<file path="config.mk">
export PLATFORM = sky130hd
export DESIGN_NAME = core_pipeline
export DESIGN_NICKNAME = d
export VERILOG_FILES = /design/src/logic/core_bus_pkg.sv /design/src/logic/core_isa_pkg.sv /design/src/logic/core_mem_if.sv /design/src/logic/register_file.sv /design/src/logic/fetch_stage.sv /design/src/logic/decode_stage.sv /design/src/logic/execute_stage.sv /design/src/logic/memory_stage.sv /design/src/logic/core_pipeline.sv
export SDC_FILE = /design/constraint.sdc
export NUM_CORES = 2
export LEC_CHECK = 0
export ABC_AREA = 1
export BUFFER_PORTS_ARGS = -buffer_cell sky130_fd_sc_hd__buf_2
export CORE_MARGIN = 2
export CORE_UTILIZATION = 37
export CTS_BUF_LIST = sky130_fd_sc_hd__clkbuf_4 sky130_fd_sc_hd__clkbuf_8
export DETAILED_ROUTE_END_ITERATION = 6
export PLACE_DENSITY = 0.63
export SYNTH_ARGS = -nofsm -noshare
export SYNTH_HDL_FRONTEND = slang
export SYNTH_SLANG_ARGS = --single-unit
export TNS_END_PERCENT = 1
</file>
<file path="constraint.sdc">
create_clock -name clk -period 10.6 [get_ports clk]
set_clock_uncertainty 0.05 [all_clocks]
set_input_delay 0.53 -clock clk [delete_from_list [all_inputs] [get_ports clk]]
set_output_delay 0.53 -clock clk [all_outputs]
set_load 0.01 [all_outputs]
</file>
<file path="src/logic/core_bus_pkg.sv">
package core_bus_pkg;

	// Data port commands
	// Three bits leave room for further commands
	typedef enum logic [2:0] {
		cmd_idle  = 3'd0,
		cmd_read  = 3'd1,
		cmd_write = 3'd2
	} mem_cmd_t;

	// Address and data width of both memory ports
	localparam int unsigned word_bits = 32;

endpackage

</file>
<file path="src/logic/core_isa_pkg.sv">
package core_isa_pkg;

	// Major opcodes of the supported RV32I subset
	typedef enum logic [6:0] {
		op_lui    = 7'b0110111,
		op_jal    = 7'b1101111,
		op_branch = 7'b1100011,
		op_load   = 7'b0000011,
		op_store  = 7'b0100011,
		op_imm    = 7'b0010011,
		op_reg    = 7'b0110011
	} opcode_t;

	typedef enum logic [3:0] {
		alu_add,
		alu_sub,
		alu_and,
		alu_or,
		alu_xor,
		alu_slt,
		alu_sll,
		alu_srl,
		alu_sra,
		alu_pass_b
	} alu_op_t;

	// Always is used by JAL
	typedef enum logic [2:0] {br_none, br_eq, br_ne, br_lt, br_ge, br_always} br_cond_t;

	// Writeback source in the memory stage
	typedef enum logic [1:0] {wb_none, wb_alu, wb_mem, wb_pc4} wb_sel_t;

	//********************
	// Stage packets
	//********************

	// Fetch to decode
	typedef struct packed {
		logic [31:0] pc;
		logic [31:0] inst;
	} decode_in_t;

	// Decode to execute
	typedef struct packed {
		logic [31:0] pc;
		logic [31:0] op_a;
		logic [31:0] op_b;
		logic [31:0] store_data;
		logic [31:0] br_imm;
		alu_op_t     alu_op;
		br_cond_t    br_cond;
		wb_sel_t     wb_sel;
		logic [4:0]  rd;
		logic        is_load;
		logic        is_store;
	} exec_in_t;

	// Execute to memory
	typedef struct packed {
		logic [31:0] alu_result;
		logic [31:0] pc4;
		logic [31:0] store_data;
		logic [4:0]  rd;
		wb_sel_t     wb_sel;
		logic        is_load;
		logic        is_store;
	} mem_in_t;

endpackage

</file>
<file path="src/logic/core_mem_if.sv">
`timescale 1ns/1ps

// Instruction port
// One request in flight, answer comes back as a valid pulse
interface inst_port_if import core_bus_pkg::*; ();
	logic                 start;
	logic                 ready;
	logic [word_bits-1:0] addr;
	logic [word_bits-1:0] inst;
	logic                 valid;

	modport requester (output start, output addr, input ready, input inst, input valid);
	modport memory (input start, input addr, output ready, output inst, output valid);
endinterface

// Data port
// Command held until cmd_ready, read data later with rdata_valid
interface data_port_if import core_bus_pkg::*; ();
	mem_cmd_t             cmd;
	logic                 cmd_ready;
	logic [word_bits-1:0] addr;
	logic [word_bits-1:0] wdata;
	logic [word_bits-1:0] rdata;
	logic                 rdata_valid;

	modport requester (
		output cmd, output addr, output wdata,
		input cmd_ready, input rdata, input rdata_valid
	);
	modport memory (
		input cmd, input addr, input wdata,
		output cmd_ready, output rdata, output rdata_valid
	);
endinterface

</file>
<file path="src/logic/register_file.sv">
`timescale 1ns/1ps

module register_file import core_bus_pkg::*; #(
	parameter logic [word_bits-1:0] sp_init = 32'd1000
) (
	input  logic                 clk,
	input  logic                 reset,
	input  logic [4:0]           rs1_addr,
	input  logic [4:0]           rs2_addr,
	output logic [word_bits-1:0] rs1_data,
	output logic [word_bits-1:0] rs2_data,
	input  logic                 wb_en,
	input  logic [4:0]           wb_addr,
	input  logic [word_bits-1:0] wb_data
);
	logic [word_bits-1:0] regs [32];

	// Stack pointer starts at sp_init, the rest at zero
	always_ff @(posedge clk) begin
		if (reset) begin
			for (int i = 0; i < 32; i++) begin
				regs[i] <= '0;
			end
			regs[2] <= sp_init;
		end else if (wb_en && wb_addr != 5'd0) begin
			regs[wb_addr] <= wb_data;
		end
	end

	// Async reads, x0 hardwired
	assign rs1_data = (rs1_addr == 5'd0) ? '0 : regs[rs1_addr];
	assign rs2_data = (rs2_addr == 5'd0) ? '0 : regs[rs2_addr];
endmodule

</file>
<file path="src/logic/fetch_stage.sv">
`timescale 1ns/1ps

module fetch_stage import core_isa_pkg::*, core_bus_pkg::*; #(
	parameter logic [word_bits-1:0] reset_pc = '0
) (
	input  logic                 clk,
	input  logic                 reset,
	inst_port_if.requester       mem,
	output logic                 out_valid,
	output decode_in_t           out_pkt,
	input  logic                 out_accept,
	input  logic                 redirect,
	input  logic [word_bits-1:0] redirect_pc
);
	logic [word_bits-1:0] pc;
	logic                 pending;
	logic                 discard;
	logic                 issue;

	// New request only with an empty (or draining) buffer
	// So a returning word always has a slot
	assign issue = !mem.start && !pending && (!out_valid || out_accept) && !redirect;

	always_ff @(posedge clk) begin
		if (reset) begin
			pc        <= reset_pc;
			mem.start <= 1'b0;
			pending   <= 1'b0;
			discard   <= 1'b0;
			out_valid <= 1'b0;
		end else begin
			if (out_valid && out_accept)
				out_valid <= 1'b0;
			if (issue) begin
				mem.start <= 1'b1;
				pc        <= pc + 32'd4;
			end
			// Request taken by memory
			if (mem.start && mem.ready) begin
				mem.start <= 1'b0;
				pending   <= 1'b1;
			end
			// Response, dropped if stale
			if (pending && mem.valid) begin
				pending <= 1'b0;
				discard <= 1'b0;
				if (!discard && !redirect)
					out_valid <= 1'b1;
			end
			// Redirect kills the buffer, marks any fetch still out there
			if (redirect) begin
				pc        <= redirect_pc;
				out_valid <= 1'b0;
				if (mem.start || (pending && !mem.valid))
					discard <= 1'b1;
			end
		end
	end

	// Address stays put while start is held
	always_ff @(posedge clk) begin
		if (issue)
			mem.addr <= pc;
		if (pending && mem.valid)
			out_pkt <= '{pc: mem.addr, inst: mem.inst};
	end
endmodule

</file>
<file path="src/logic/decode_stage.sv">
`timescale 1ns/1ps

module decode_stage import core_isa_pkg::*, core_bus_pkg::*; (
	input  logic                 clk,
	input  logic                 reset,
	input  logic                 in_valid,
	input  decode_in_t           in_pkt,
	output logic                 in_accept,
	output logic [4:0]           rs1_addr,
	output logic [4:0]           rs2_addr,
	input  logic [word_bits-1:0] rs1_data,
	input  logic [word_bits-1:0] rs2_data,
	input  logic                 wb_en,
	input  logic [4:0]           wb_addr,
	output logic                 out_valid,
	output exec_in_t             out_pkt,
	input  logic                 out_accept,
	input  logic                 redirect
);
	logic [31:0]          inst;
	opcode_t              opcode;
	logic [2:0]           funct3;
	logic                 funct7_5;
	logic [4:0]           rd;
	logic [word_bits-1:0] imm_i;
	logic [word_bits-1:0] imm_s;
	logic [word_bits-1:0] imm_b;
	logic [word_bits-1:0] imm_j;
	logic [word_bits-1:0] imm_u;
	logic [word_bits-1:0] operand_b;
	logic [word_bits-1:0] target_imm;
	alu_op_t              alu_op;
	br_cond_t             br_cond;
	wb_sel_t              wb_sel;
	logic                 use_rs1;
	logic                 use_rs2;
	logic                 is_load;
	logic                 is_store;
	logic                 writes_rd;
	logic                 stall;
	logic                 issue;
	// One bit per register with a write still in flight
	logic [31:0]          pending;

	//********************
	// Fields and immediates
	//********************
	assign inst     = in_pkt.inst;
	assign opcode   = opcode_t'(inst[6:0]);
	assign funct3   = inst[14:12];
	assign funct7_5 = inst[30];
	assign rd       = inst[11:7];
	assign rs1_addr = inst[19:15];
	assign rs2_addr = inst[24:20];
	assign imm_i    = {{20{inst[31]}}, inst[31:20]};
	assign imm_s    = {{20{inst[31]}}, inst[31:25], inst[11:7]};
	assign imm_b    = {{19{inst[31]}}, inst[31], inst[7], inst[30:25], inst[11:8], 1'b0};
	assign imm_j    = {{11{inst[31]}}, inst[31], inst[19:12], inst[20], inst[30:21], 1'b0};
	assign imm_u    = {inst[31:12], 12'b0};

	// Control decode, anything unknown falls through as a no-op
	always_comb begin
		alu_op     = alu_add;
		br_cond    = br_none;
		wb_sel     = wb_none;
		operand_b  = imm_i;
		target_imm = imm_b;
		use_rs1    = 1'b0;
		use_rs2    = 1'b0;
		is_load    = 1'b0;
		is_store   = 1'b0;
		case (opcode)
			op_lui: begin
				alu_op    = alu_pass_b;
				operand_b = imm_u;
				wb_sel    = wb_alu;
			end
			op_jal: begin
				br_cond    = br_always;
				target_imm = imm_j;
				wb_sel     = wb_pc4;
			end
			op_branch: begin
				use_rs1   = 1'b1;
				use_rs2   = 1'b1;
				operand_b = rs2_data;
				case (funct3)
					3'b000:  br_cond = br_eq;
					3'b001:  br_cond = br_ne;
					3'b100:  br_cond = br_lt;
					3'b101:  br_cond = br_ge;
					default: br_cond = br_none;
				endcase
			end
			// Word access only, funct3 not checked
			op_load: begin
				use_rs1 = 1'b1;
				is_load = 1'b1;
				wb_sel  = wb_mem;
			end
			op_store: begin
				use_rs1   = 1'b1;
				use_rs2   = 1'b1;
				operand_b = imm_s;
				is_store  = 1'b1;
			end
			op_imm, op_reg: begin
				use_rs1 = 1'b1;
				wb_sel  = wb_alu;
				if (opcode == op_reg) begin
					use_rs2   = 1'b1;
					operand_b = rs2_data;
				end
				case (funct3)
					3'b000:  alu_op = (opcode == op_reg && funct7_5) ? alu_sub : alu_add;
					3'b001:  alu_op = alu_sll;
					3'b010:  alu_op = alu_slt;
					3'b100:  alu_op = alu_xor;
					3'b101:  alu_op = funct7_5 ? alu_sra : alu_srl;
					3'b110:  alu_op = alu_or;
					3'b111:  alu_op = alu_and;
					// Unsigned compare not supported
					default: wb_sel = wb_none;
				endcase
			end
			default: ;
		endcase
	end

	//********************
	// Scoreboard interlock
	//********************
	assign writes_rd = (wb_sel != wb_none) && (rd != 5'd0);
	// rd also checked, keeps set and clear of one bit apart
	assign stall     = (use_rs1 && pending[rs1_addr]) || (use_rs2 && pending[rs2_addr])
		|| (writes_rd && pending[rd]);
	assign in_accept = in_valid && !stall && (!out_valid || out_accept);
	assign issue     = in_accept && !redirect;

	always_ff @(posedge clk) begin
		if (reset) begin
			out_valid <= 1'b0;
			pending   <= '0;
		end else begin
			if (out_valid && out_accept)
				out_valid <= 1'b0;
			if (issue)
				out_valid <= 1'b1;
			if (wb_en)
				pending[wb_addr] <= 1'b0;
			if (issue && writes_rd)
				pending[rd] <= 1'b1;
		end
	end

	always_ff @(posedge clk) begin
		if (issue) begin
			out_pkt <= '{
				pc:         in_pkt.pc,
				op_a:       rs1_data,
				op_b:       operand_b,
				store_data: rs2_data,
				br_imm:     target_imm,
				alu_op:     alu_op,
				br_cond:    br_cond,
				wb_sel:     wb_sel,
				rd:         rd,
				is_load:    is_load,
				is_store:   is_store
			};
		end
	end
endmodule

</file>
<file path="src/logic/execute_stage.sv">
`timescale 1ns/1ps

module execute_stage import core_isa_pkg::*, core_bus_pkg::*; (
	input  logic                 clk,
	input  logic                 reset,
	input  logic                 in_valid,
	input  exec_in_t             in_pkt,
	output logic                 in_accept,
	output logic                 out_valid,
	output mem_in_t              out_pkt,
	input  logic                 out_accept,
	output logic                 redirect,
	output logic [word_bits-1:0] redirect_pc
);
	logic [word_bits-1:0] alu_y;
	logic                 taken;

	// ALU, also forms load/store addresses
	always_comb begin
		case (in_pkt.alu_op)
			alu_sub:    alu_y = in_pkt.op_a - in_pkt.op_b;
			alu_and:    alu_y = in_pkt.op_a & in_pkt.op_b;
			alu_or:     alu_y = in_pkt.op_a | in_pkt.op_b;
			alu_xor:    alu_y = in_pkt.op_a ^ in_pkt.op_b;
			alu_slt:    alu_y = {31'b0, $signed(in_pkt.op_a) < $signed(in_pkt.op_b)};
			alu_sll:    alu_y = in_pkt.op_a << in_pkt.op_b[4:0];
			alu_srl:    alu_y = in_pkt.op_a >> in_pkt.op_b[4:0];
			alu_sra:    alu_y = $signed(in_pkt.op_a) >>> in_pkt.op_b[4:0];
			alu_pass_b: alu_y = in_pkt.op_b;
			default:    alu_y = in_pkt.op_a + in_pkt.op_b;
		endcase
	end

	// Signed compares for BLT and BGE
	always_comb begin
		case (in_pkt.br_cond)
			br_eq:     taken = in_pkt.op_a == in_pkt.op_b;
			br_ne:     taken = in_pkt.op_a != in_pkt.op_b;
			br_lt:     taken = $signed(in_pkt.op_a) < $signed(in_pkt.op_b);
			br_ge:     taken = $signed(in_pkt.op_a) >= $signed(in_pkt.op_b);
			br_always: taken = 1'b1;
			default:   taken = 1'b0;
		endcase
	end

	assign in_accept = !out_valid || out_accept;
	// Fires once, in the cycle the branch moves on
	assign redirect    = in_valid && in_accept && taken;
	assign redirect_pc = in_pkt.pc + in_pkt.br_imm;

	always_ff @(posedge clk) begin
		if (reset)
			out_valid <= 1'b0;
		else if (in_accept)
			out_valid <= in_valid;
	end

	always_ff @(posedge clk) begin
		if (in_valid && in_accept) begin
			out_pkt.alu_result <= alu_y;
			// Link value for JAL
			out_pkt.pc4        <= in_pkt.pc + 32'd4;
			out_pkt.store_data <= in_pkt.store_data;
			out_pkt.rd         <= in_pkt.rd;
			out_pkt.wb_sel     <= in_pkt.wb_sel;
			out_pkt.is_load    <= in_pkt.is_load;
			out_pkt.is_store   <= in_pkt.is_store;
		end
	end
endmodule

</file>
<file path="src/logic/memory_stage.sv">
`timescale 1ns/1ps

module memory_stage import core_isa_pkg::*, core_bus_pkg::*; (
	input  logic                 clk,
	input  logic                 reset,
	input  logic                 in_valid,
	input  mem_in_t              in_pkt,
	output logic                 in_accept,
	data_port_if.requester       mem,
	output logic                 wb_en,
	output logic [4:0]           wb_addr,
	output logic [word_bits-1:0] wb_data
);
	typedef enum logic [1:0] {st_idle, st_wait_cmd, st_wait_data} mem_state_t;

	mem_state_t state;
	logic       done;

	// Packet leaves in the cycle its work finishes
	always_comb begin
		case (state)
			st_idle:      done = in_valid && !in_pkt.is_load && !in_pkt.is_store;
			st_wait_cmd:  done = mem.cmd_ready && in_pkt.is_store;
			st_wait_data: done = mem.rdata_valid;
			default:      done = 1'b0;
		endcase
	end

	assign in_accept = done;

	//********************
	// Bus sequencing
	//********************
	always_ff @(posedge clk) begin
		if (reset) begin
			state   <= st_idle;
			mem.cmd <= cmd_idle;
		end else begin
			case (state)
				st_idle: begin
					if (in_valid && (in_pkt.is_load || in_pkt.is_store)) begin
						state   <= st_wait_cmd;
						mem.cmd <= in_pkt.is_store ? cmd_write : cmd_read;
					end
				end
				st_wait_cmd: begin
					if (mem.cmd_ready) begin
						mem.cmd <= cmd_idle;
						state   <= in_pkt.is_store ? st_idle : st_wait_data;
					end
				end
				st_wait_data: begin
					if (mem.rdata_valid)
						state <= st_idle;
				end
				default: state <= st_idle;
			endcase
		end
	end

	// Address and data latched once, stable while waiting for cmd_ready
	always_ff @(posedge clk) begin
		if (state == st_idle && in_valid) begin
			mem.addr  <= in_pkt.alu_result;
			mem.wdata <= in_pkt.store_data;
		end
	end

	// Writeback, x0 never written
	assign wb_en   = done && (in_pkt.wb_sel != wb_none) && (in_pkt.rd != 5'd0);
	assign wb_addr = in_pkt.rd;
	assign wb_data = (in_pkt.wb_sel == wb_mem) ? mem.rdata :
		(in_pkt.wb_sel == wb_pc4) ? in_pkt.pc4 : in_pkt.alu_result;
endmodule

</file>
<file path="src/logic/core_pipeline.sv">
`timescale 1ns/1ps

module core_pipeline import core_isa_pkg::*, core_bus_pkg::*; #(
	parameter logic [word_bits-1:0] reset_pc = '0,
	parameter logic [word_bits-1:0] sp_init  = 32'd1000
) (
	input  logic                 clk,
	input  logic                 reset,
	output logic                 memory_inst_start,
	input  logic                 memory_inst_ready,
	output logic [word_bits-1:0] memory_i_addr,
	input  logic [word_bits-1:0] memory_inst,
	input  logic                 memory_inst_valid,
	output mem_cmd_t             memory_d_cmd,
	input  logic                 memory_d_cmd_ready,
	output logic [word_bits-1:0] memory_d_addr,
	output logic [word_bits-1:0] memory_wdata,
	input  logic [word_bits-1:0] memory_rdata,
	input  logic                 memory_rdata_valid
);
	inst_port_if inst_port ();
	data_port_if data_port ();

	// Stage handshakes
	logic                 f_valid;
	decode_in_t           f_pkt;
	logic                 f_accept;
	logic                 d_valid;
	exec_in_t             d_pkt;
	logic                 d_accept;
	logic                 e_valid;
	mem_in_t              e_pkt;
	logic                 e_accept;
	logic                 redirect;
	logic [word_bits-1:0] redirect_pc;

	// Register file ports
	logic [4:0]           rs1_addr;
	logic [4:0]           rs2_addr;
	logic [word_bits-1:0] rs1_data;
	logic [word_bits-1:0] rs2_data;
	logic                 wb_en;
	logic [4:0]           wb_addr;
	logic [word_bits-1:0] wb_data;

	//********************
	// Memory port mapping
	//********************
	assign memory_inst_start     = inst_port.start;
	assign memory_i_addr         = inst_port.addr;
	assign inst_port.ready       = memory_inst_ready;
	assign inst_port.inst        = memory_inst;
	assign inst_port.valid       = memory_inst_valid;
	assign memory_d_cmd          = data_port.cmd;
	assign memory_d_addr         = data_port.addr;
	assign memory_wdata          = data_port.wdata;
	assign data_port.cmd_ready   = memory_d_cmd_ready;
	assign data_port.rdata       = memory_rdata;
	assign data_port.rdata_valid = memory_rdata_valid;

	register_file #(.sp_init(sp_init)) register_file_i (
		.clk(clk), .reset(reset),
		.rs1_addr(rs1_addr), .rs2_addr(rs2_addr),
		.rs1_data(rs1_data), .rs2_data(rs2_data),
		.wb_en(wb_en), .wb_addr(wb_addr), .wb_data(wb_data)
	);

	// Fetch feeds the chain
	fetch_stage #(.reset_pc(reset_pc)) fetch_stage_i (
		.clk(clk), .reset(reset), .mem(inst_port),
		.out_valid(f_valid), .out_pkt(f_pkt), .out_accept(f_accept),
		.redirect(redirect), .redirect_pc(redirect_pc)
	);

	decode_stage decode_stage_i (
		.clk(clk), .reset(reset),
		.in_valid(f_valid), .in_pkt(f_pkt), .in_accept(f_accept),
		.rs1_addr(rs1_addr), .rs2_addr(rs2_addr),
		.rs1_data(rs1_data), .rs2_data(rs2_data),
		.wb_en(wb_en), .wb_addr(wb_addr),
		.out_valid(d_valid), .out_pkt(d_pkt), .out_accept(d_accept),
		.redirect(redirect)
	);

	execute_stage execute_stage_i (
		.clk(clk), .reset(reset),
		.in_valid(d_valid), .in_pkt(d_pkt), .in_accept(d_accept),
		.out_valid(e_valid), .out_pkt(e_pkt), .out_accept(e_accept),
		.redirect(redirect), .redirect_pc(redirect_pc)
	);

	// Memory stage drains the chain
	memory_stage memory_stage_i (
		.clk(clk), .reset(reset),
		.in_valid(e_valid), .in_pkt(e_pkt), .in_accept(e_accept),
		.mem(data_port),
		.wb_en(wb_en), .wb_addr(wb_addr), .wb_data(wb_data)
	);
endmodule

</file>
; ---- Word level (Yosys, flattened, before mapping)
; Memory sizes are Yosys's and may differ from the RTL's. A register that Yosys moved wholly into a read port is not among the register bits.
; Cells that the tools add are included.
[totals]
register_bits = 473
ramBits = 1024
in_bits = 70
out_inout_bits = 100
word_cells = 224
memories = 1
[mem_list]
columns = name, depth, width, rd, rd_clocked_by_memory_dff, write_ports, line
row1 = register_file_i.regs, 32, 32, 2, 2, 32, register_file.sv:16  ; logic [word_bits-1:0] regs [32];
[classes]
n_addsub = 5
n_lt_le_gt_ge = 8
eq_ne = 36
shifts = 3
n_mux = 64
n_bitwise = 7
reduce_logical = 68
[ops]
columns = cell, n
row1 = $mux W32, 11
row2 = $pmux W32 S9, 1
row3 = $pmux W32 S4, 1
row4 = $add A32 B3 Y32 const B, 2
row5 = $add A32 B32 Y32, 2
row6 = $and A32 B32 Y32, 2
row7 = $or A32 B32 Y32, 2
row8 = $eq A32 B32 Y1, 1
row9 = $ge A32 B32 Y1, 1
row10 = $lt A32 B32 Y1, 1
row11 = $ne A32 B32 Y1, 1
row12 = $not A32 Y32, 1
row13 = $reduce_or A32 Y1, 1
row14 = $shl A32 B5 Y32, 1
row15 = $shr A32 B5 Y32, 1
row16 = $sshr A32 B5 Y32, 1
row17 = $sub A32 B32 Y32, 1
row18 = $xor A32 B32 Y32, 1
row19 = $logic_and A1 B1 Y1, 29
row20 = $pmux W4 S7, 1
row21 = $mux W1, 25
row22 = $lt A5 B6 Y1 const B, 4
row23 = $eq A7 B6 Y1 const B, 3
row24 = $mux W20, 1
row25 = other kinds (41), 96

; ---- Depth between registers and ports, before layout
[logic_depth]
depth_word = 16
depth_mapped = 26

; ---- By module
; Synthesis repeated with hierarchy kept, for this count alone.
[unflattened]
hier_cells = 11271
hier_area_um2 = 88793.9
[by_module_without_submodules]
columns = module, n_inst, cells_per_inst, area_each_um2, seq_area_each_um2
row1 = register_file, 1, 7255, 56625.6, 30749.5
row2 = execute_stage, 1, 2440, 15377.2, 3173.0
row3 = decode_stage, 1, 819, 8640.8, 5585.4
row4 = fetch_stage, 1, 497, 5313.8, 3603.5
row5 = memory_stage, 1, 260, 2836.5, 2001.9

; ---- Worst setup path after synthesis
; No wires, ideal clock.
[synth_path]
path_kind = register to register
from = register memory_stage_i.state[1]
to = register decode_stage_i.out_pkt[0] in the netlist's numbering (enable)
arrival_ns = 7.929
path_slack_ns = 2.103
stages_incl_launch_ff = 12
synth_period_minus_slack_ns = 8.497
path_cell_list = dfxtp_1 -> nor2_1 -> inv_1 -> nor2_1 -> nand2_1 -> nand4_1 -> nand2_1 -> clkinv_1 -> nand2_4 -> buf_12 -> nand2_4 -> inv_1
[synth_between]
elab_chain_cells = 7
word_cells_on_any_way = 11
cone_classes = eq/ne (2) / mux (1) / reduce/logical (8)
[synth_rtl]
columns = item, line
row1 = from (decl), memory_stage.sv:16  ; mem_state_t state;
row2 = from (signal assigned), memory_stage.sv:36  ; state <= st_idle;
row3 = from (signal assigned), memory_stage.sv:42  ; state <= st_wait_cmd;
row4 = from (signal assigned), memory_stage.sv:49  ; state <= in_pkt.is_store ? st_idle : st_wait_data;
row5 = $eq A2 B2 Y1 (tied with other cells), memory_stage.sv:21  ; case (state)
row6 = $pmux W1 S3 *, memory_stage.sv:21
row7 = $logic_or A1 B1 Y1 *, execute_stage.sv:46  ; assign in_accept = !out_valid || out_accept;
row8 = $logic_and A1 B1 Y1 (2 in a row), execute_stage.sv:48  ; assign redirect = in_valid && in_accept && taken;
row9 = $logic_not A1 Y1, decode_stage.sv:138  ; assign issue = in_accept && !redirect;
row10 = $logic_and A1 B1 Y1 *, decode_stage.sv:138
row11 = net decode_stage_i.issue, decode_stage.sv:41  ; logic issue;
row12 = to (signal assigned), decode_stage.sv:158  ; out_pkt <= '{
row13 = to (decl), decode_stage.sv:16  ; output exec_in_t out_pkt,
; The timed path passes the listed nets; every way through them passes the cells marked *.
; A chain may end at the register's enable or synchronous reset.

; ---- Worst setup path in the final report
[layout_path]
from = register fetch_stage_i.out_pkt[15] in the netlist's numbering
to = register decode_stage_i.out_pkt[124] (netlist name)
[layout_between]
elab_chain_cells = 9
word_cells_on_any_way = 10
cone_classes = mux (2) / reduce/logical (8)
[layout_rtl]
columns = item, line
row1 = from (decl), fetch_stage.sv:10  ; output decode_in_t out_pkt,
row2 = from (signal assigned), fetch_stage.sv:65  ; out_pkt <= '{pc: mem.addr, inst: mem.inst};
row3 = $bmux W1 S5, decode_stage.sv:135  ; assign stall = (use_rs1 && pending[rs1_addr]) || (use_rs2 && pending[rs2_addr])
row4 = $mux W1 (not written as such), decode_stage.sv:135
row5 = $logic_and A1 B1 Y1, decode_stage.sv:135
row6 = $logic_or A1 B1 Y1, decode_stage.sv:135
row7 = $logic_or A1 B1 Y1, decode_stage.sv:136  ; || (writes_rd && pending[rd]);
row8 = $logic_not A1 Y1, decode_stage.sv:137  ; assign in_accept = in_valid && !stall && (!out_valid || out_accept);
row9 = $logic_and A1 B1 Y1 (2 in a row), decode_stage.sv:137
row10 = $logic_and A1 B1 Y1, decode_stage.sv:138
; Several ways; a longest one is shown, not always the timed one. The select of a mux whose other input is x is not followed.

==> key figures <==
Critical path
  • R2R depth: 9
  • Worst R2R End: decode_stage_i.out_pkt[124]$_SDFFCE_PN0P_
  • Register-to-register setup slack: 5.12 ns
  • Worst path required time: 11.15 ns
  • Worst Path Arrival: 6.03 ns
  • CP Capture Type: register
  • Startpoint of the worst register-to-register path: fetch_stage_i.out_pkt[15]$_DFFE_PP_
  • CP endpoint: decode_stage_i.out_pkt[124]$_SDFFCE_PN0P_
  • Worst-path maximum fanout: 81
  • CP Launch Type: register
  • Worst Setup SP: fetch_stage_i.out_pkt[15]$_DFFE_PP_
  • Crit path kind: reg -> reg

Timing
  • Fin crit period: 5.48 ns
  • RSZ-0062 raised after global routing: no
  • Setup TNS: 0 ns
  • Worst relative slew slack: 1.34%
  • Slew Viols, Final: 0
  • Period utilisation layout: 51.7%
  • Worst slew pin tran: 1.48 ns
  • Number of hold violations in the final report: 0
  • Fmax: 0.182 GHz
  • Final setup violation count: 0

Logic synthesis
  • Synth Area per Inst: 8.85 µm²
  • XOR/XNOR Fraction of Synth Area: 1.01%
  • Simple-gate share of the synthesized area: 18.6%
  • Synth unique cells: 65
  • Post-Syn Instances: 9443
  • Post-Synth Adder-Cell Area: 2.00%
  • Post-Syn Area: 0.0835 mm²
  • Synth Area in Compound Gates: 18.3%
  • Top_reg_cell synth: edfxtp_1
  • Post-synthesis mux area share: 0.180%
  • Yosys warning total: 0
  • Ys async rst share: 0%
  • Largest family of logic cells by synthesized area: simple AND/OR/NAND/NOR gates
  • Sequential share of the synthesized area: 54.1%
  • Synth Register Bits: 1532
  • Post-synth EDFFs: 1453

Power
  • Power density over cell area: 155 mW/mm²
  • Leak: 34.5 nW
  • Total power: 14.4 mW
  • Worst-case vdd ir drop: 0.145 mV

CTS
  • Clock sinks: 1532
  • Skew-Pair Late Insertion Delay: 1.10 ns
  • CTS max path bufs: 4
  • Root buf cell: clkbuf_8
  • H-tree Lvls: 5
  • CTS tree: yes
  • Num CTS Buffers: 284
  • Worst-path clk slew: 0.06 ns

Floorplan
  • Initial Util: 37.2%
  • Rows: 174
  • Die extent in x: 479 µm
  • DIE HEIGHT: 479 µm
  • Num ports: 170
  • Core Area: 0.225 mm²
  • Die Area: 0.230 mm²

Placed design
  • Buffers on Ports: 168
  • Post-DP HPWL: 227000 µm
  • Final Wtd Congestion: 0.977

Global route
  • Vias in the first global route: 73.9k
  • GRT Total Usage: 30.6%
  • GRT Residual Overflow: 0
  • Antenna violations before repair: 28
  • First-pass GRT wire length: 515000 µm
  • Largest net degree at the start of global routing: 197

Route
  • Routed WL per cell: 29.2 µm
  • Antenna Nets Post-Route: 0
  • Number of vias per cell: 6.27
  • 1st-iter DRT viols: 13.9k
  • Total Wirelength: 367000 µm
  • Post-route DRC violation count: 0
  • Router iterations before antenna repair: 7
  • DR vias: 78.8k

Hold path
  • Hold crit path type: in -> reg

Final layout
  • Fillers: 22.0k
  • Share of cells above drive strength 1: 10.2%
  • Area Growth Syn to Fin: 11.6%
  • Final net count: 9587

Run status
  • Outcome: completed

Flow run
  • MaxCap Viol Count: 0
-- registers in the layout (all words and copies together), names as in the netlist, 2 cells and up, named ones only --
| name | flops |
|---|---|
| register_file_i.regs | 1024 |
| decode_stage_i.out_pkt | 164 |
| execute_stage_i.out_pkt | 105 |
| fetch_stage_i.out_pkt | 64 |
| decode_stage_i.pending | 32 |
| fetch_stage_i.mem.addr | 32 |
| fetch_stage_i.pc | 32 |
| memory_stage_i.mem.addr | 32 |
| memory_stage_i.mem.wdata | 32 |
| memory_stage_i.mem.cmd | 2 |
| memory_stage_i.state | 2 |
-- worst min-delay path by stage --
stage	endpoint	cells past startpoint	from	slack, ns
after global placement	execute_stage_i.out_pkt[10]$_DFFE_PP_	0	decode_stage_i.out_pkt[49]$_DFFE_PP_	0.35
after CTS	register_file_i.regs[2][6]$_SDFFCE_PN1P_	4	memory_rdata[6]	0.05
after floorplan	decode_stage_i.out_pkt[144]$_DFFE_PP_	0	fetch_stage_i.out_pkt[32]$_DFFE_PP_	0.35
final	register_file_i.regs[2][6]$_SDFFCE_PN1P_	4	memory_rdata[6]	0.13
after global routing	register_file_i.regs[18][23]$_SDFFCE_PN0P_	4	memory_rdata[23]	0.10
after detailed placement	execute_stage_i.out_pkt[16]$_DFFE_PP_	0	decode_stage_i.out_pkt[55]$_DFFE_PP_	0.35
-- what timing repair did --
action,4_1_cts,5_1_grt
buffers inserted,0,0
endpoints found under the hold margin,53,0
resized for setup,0,0
hold buffers,38,0
-- worst max-delay path, stage by stage (launching register included) --
cell      delay [ns]
edfxtp_1        0.33
buf_4           0.71
buf_4           0.88
buf_4           0.71
o21ai_0         0.18
o221ai_1        0.29
nand3_1         0.18
nand2_1         0.10
nand2_1         0.32
a31oi_1         1.12
-- cell families (layout without fill, tap and decap cells) --
logic type | count (synthesis) | in the layout
XOR/XNOR | 96 | 96
other | 1 | 49
flip-flops | 1532 | 1532
adder cells (fa/ha/maj) | 132 | 132
buffers and inverters | 1239 | 1328
AND/OR/NAND/NOR | 3880 | 3880
multiplexers | 15 | 15
AO/OA/AOI/OAI | 2548 | 2548
-- layout make-up --
cell class	instances	area (µm²)	share of cell area, %
flip-flops and latches	1532	45200	48.5
multi-input cells	6704	34500	37.0
clock buffers	376	4660	5.00
well taps	2992	3740	4.02
repair buffers	407	2850	3.05
inverters	456	1770	1.90
clock inverters	89	444	0.477
diodes	16	40.0	0.0430
-- stage by stage --
| stage | std cells | setup slack (ns) | hold WS (ns) | utilization [%] | instance area, µm² |
|---|---|---|---|---|---|
| finish | 12600 | 5.12 | 0.128 | 41.5 | 93200 |
| global route | 12600 | 4.84 | 0.104 | 41.5 | 93200 |
| CTS | 12600 | 5.27 | 0.0460 | 41.5 | 93200 |
| detailed placement | 12100 | 5.28 | 0.355 | 39.0 | 87700 |
| global placement | 12100 | 5.32 | 0.352 | 39.0 | 87700 |
| floorplan | 9475 | 2.10 | 0.350 | - | 83600 |
-- placed cells by master (no fill, tap or decap), drive strengths merged, types with 24 or more instances in the layout --
| master | netlist | routed |
|---|---|---|
| clkinv | 14 | 96 |
| o211ai | 85 | 85 |
| a21oi | 306 | 306 |
| buf | 115 | 369 |
| xnor2 | 28 | 28 |
| nor2 | 2353 | 2353 |
| o221ai | 376 | 376 |
| nor3 | 68 | 68 |
| conb | 1 | 33 |
| o2111ai | 27 | 27 |
| xor2 | 68 | 68 |
| o21a | 24 | 24 |
| edfxtp | 1453 | 1453 |
| dfxtp | 79 | 79 |
| nand4 | 36 | 36 |
| nand3 | 451 | 451 |
| dlygate4sd3 | 0 | 38 |
| clkbuf | 668 | 376 |
| a31oi | 75 | 75 |
| o22ai | 118 | 118 |
| o21ai | 1396 | 1396 |
| nand2 | 933 | 933 |
| ha | 129 | 129 |
| inv | 442 | 446 |
| a221oi | 60 | 60 |
-- synthesized netlist by cell type, types with 10 or more instances --
master / n / area (µm²)
nand3_1: 450 / 2250
o21a_1: 24 / 180
mux2i_1: 15 / 150
o22ai_1: 118 / 738
o21bai_1: 11 / 82.6
ha_1: 129 / 1610
a221oi_1: 60 / 526
dfxtp_1: 79 / 1580
o211ai_1: 85 / 638
a32o_1: 10 / 100
buf_2: 45 / 225
inv_1: 418 / 1570
nor4_1: 11 / 68.8
clkinv_1: 12 / 45.0
buf_1: 55 / 206
nand4_1: 36 / 225
o221ai_1: 376 / 3290
nand2_1: 925 / 3470
edfxtp_1: 1453 / 43600
o21ai_1: 24 / 120
xnor2_1: 28 / 245
xor2_1: 68 / 596
or2_2: 15 / 93.8
a31oi_1: 75 / 469
inv_2: 24 / 90.1
nor2_1: 2346 / 8810
clkbuf_1: 668 / 2510
a21oi_1: 301 / 1510
nor3_1: 61 / 305
o2111ai_1: 27 / 236
o21ai_0: 1372 / 6870
a311oi_1: 10 / 87.6
-- power breakdown --
| group | leakage (nW) | internal, mW | switching (mW) |
|---|---|---|---|
| logic | 16.6 | 0.464 | 1.41 |
| clock network | 2.73 | 2.88 | 2.58 |
| registers | 15.1 | 6.90 | 0.210 |
| total | 34.5 | 10.2 | 4.19 |
-- routing by layer --
layer	GRT usage [%]	routed length, µm	part of all wire (%)
met3	9.37	51100	14
met2	45.7	157000	43
met5	0	173	0.047
met1	38.8	133000	36
met4	18.5	25300	6.9
No activity file was read; power rests on OpenSTA's default activity.
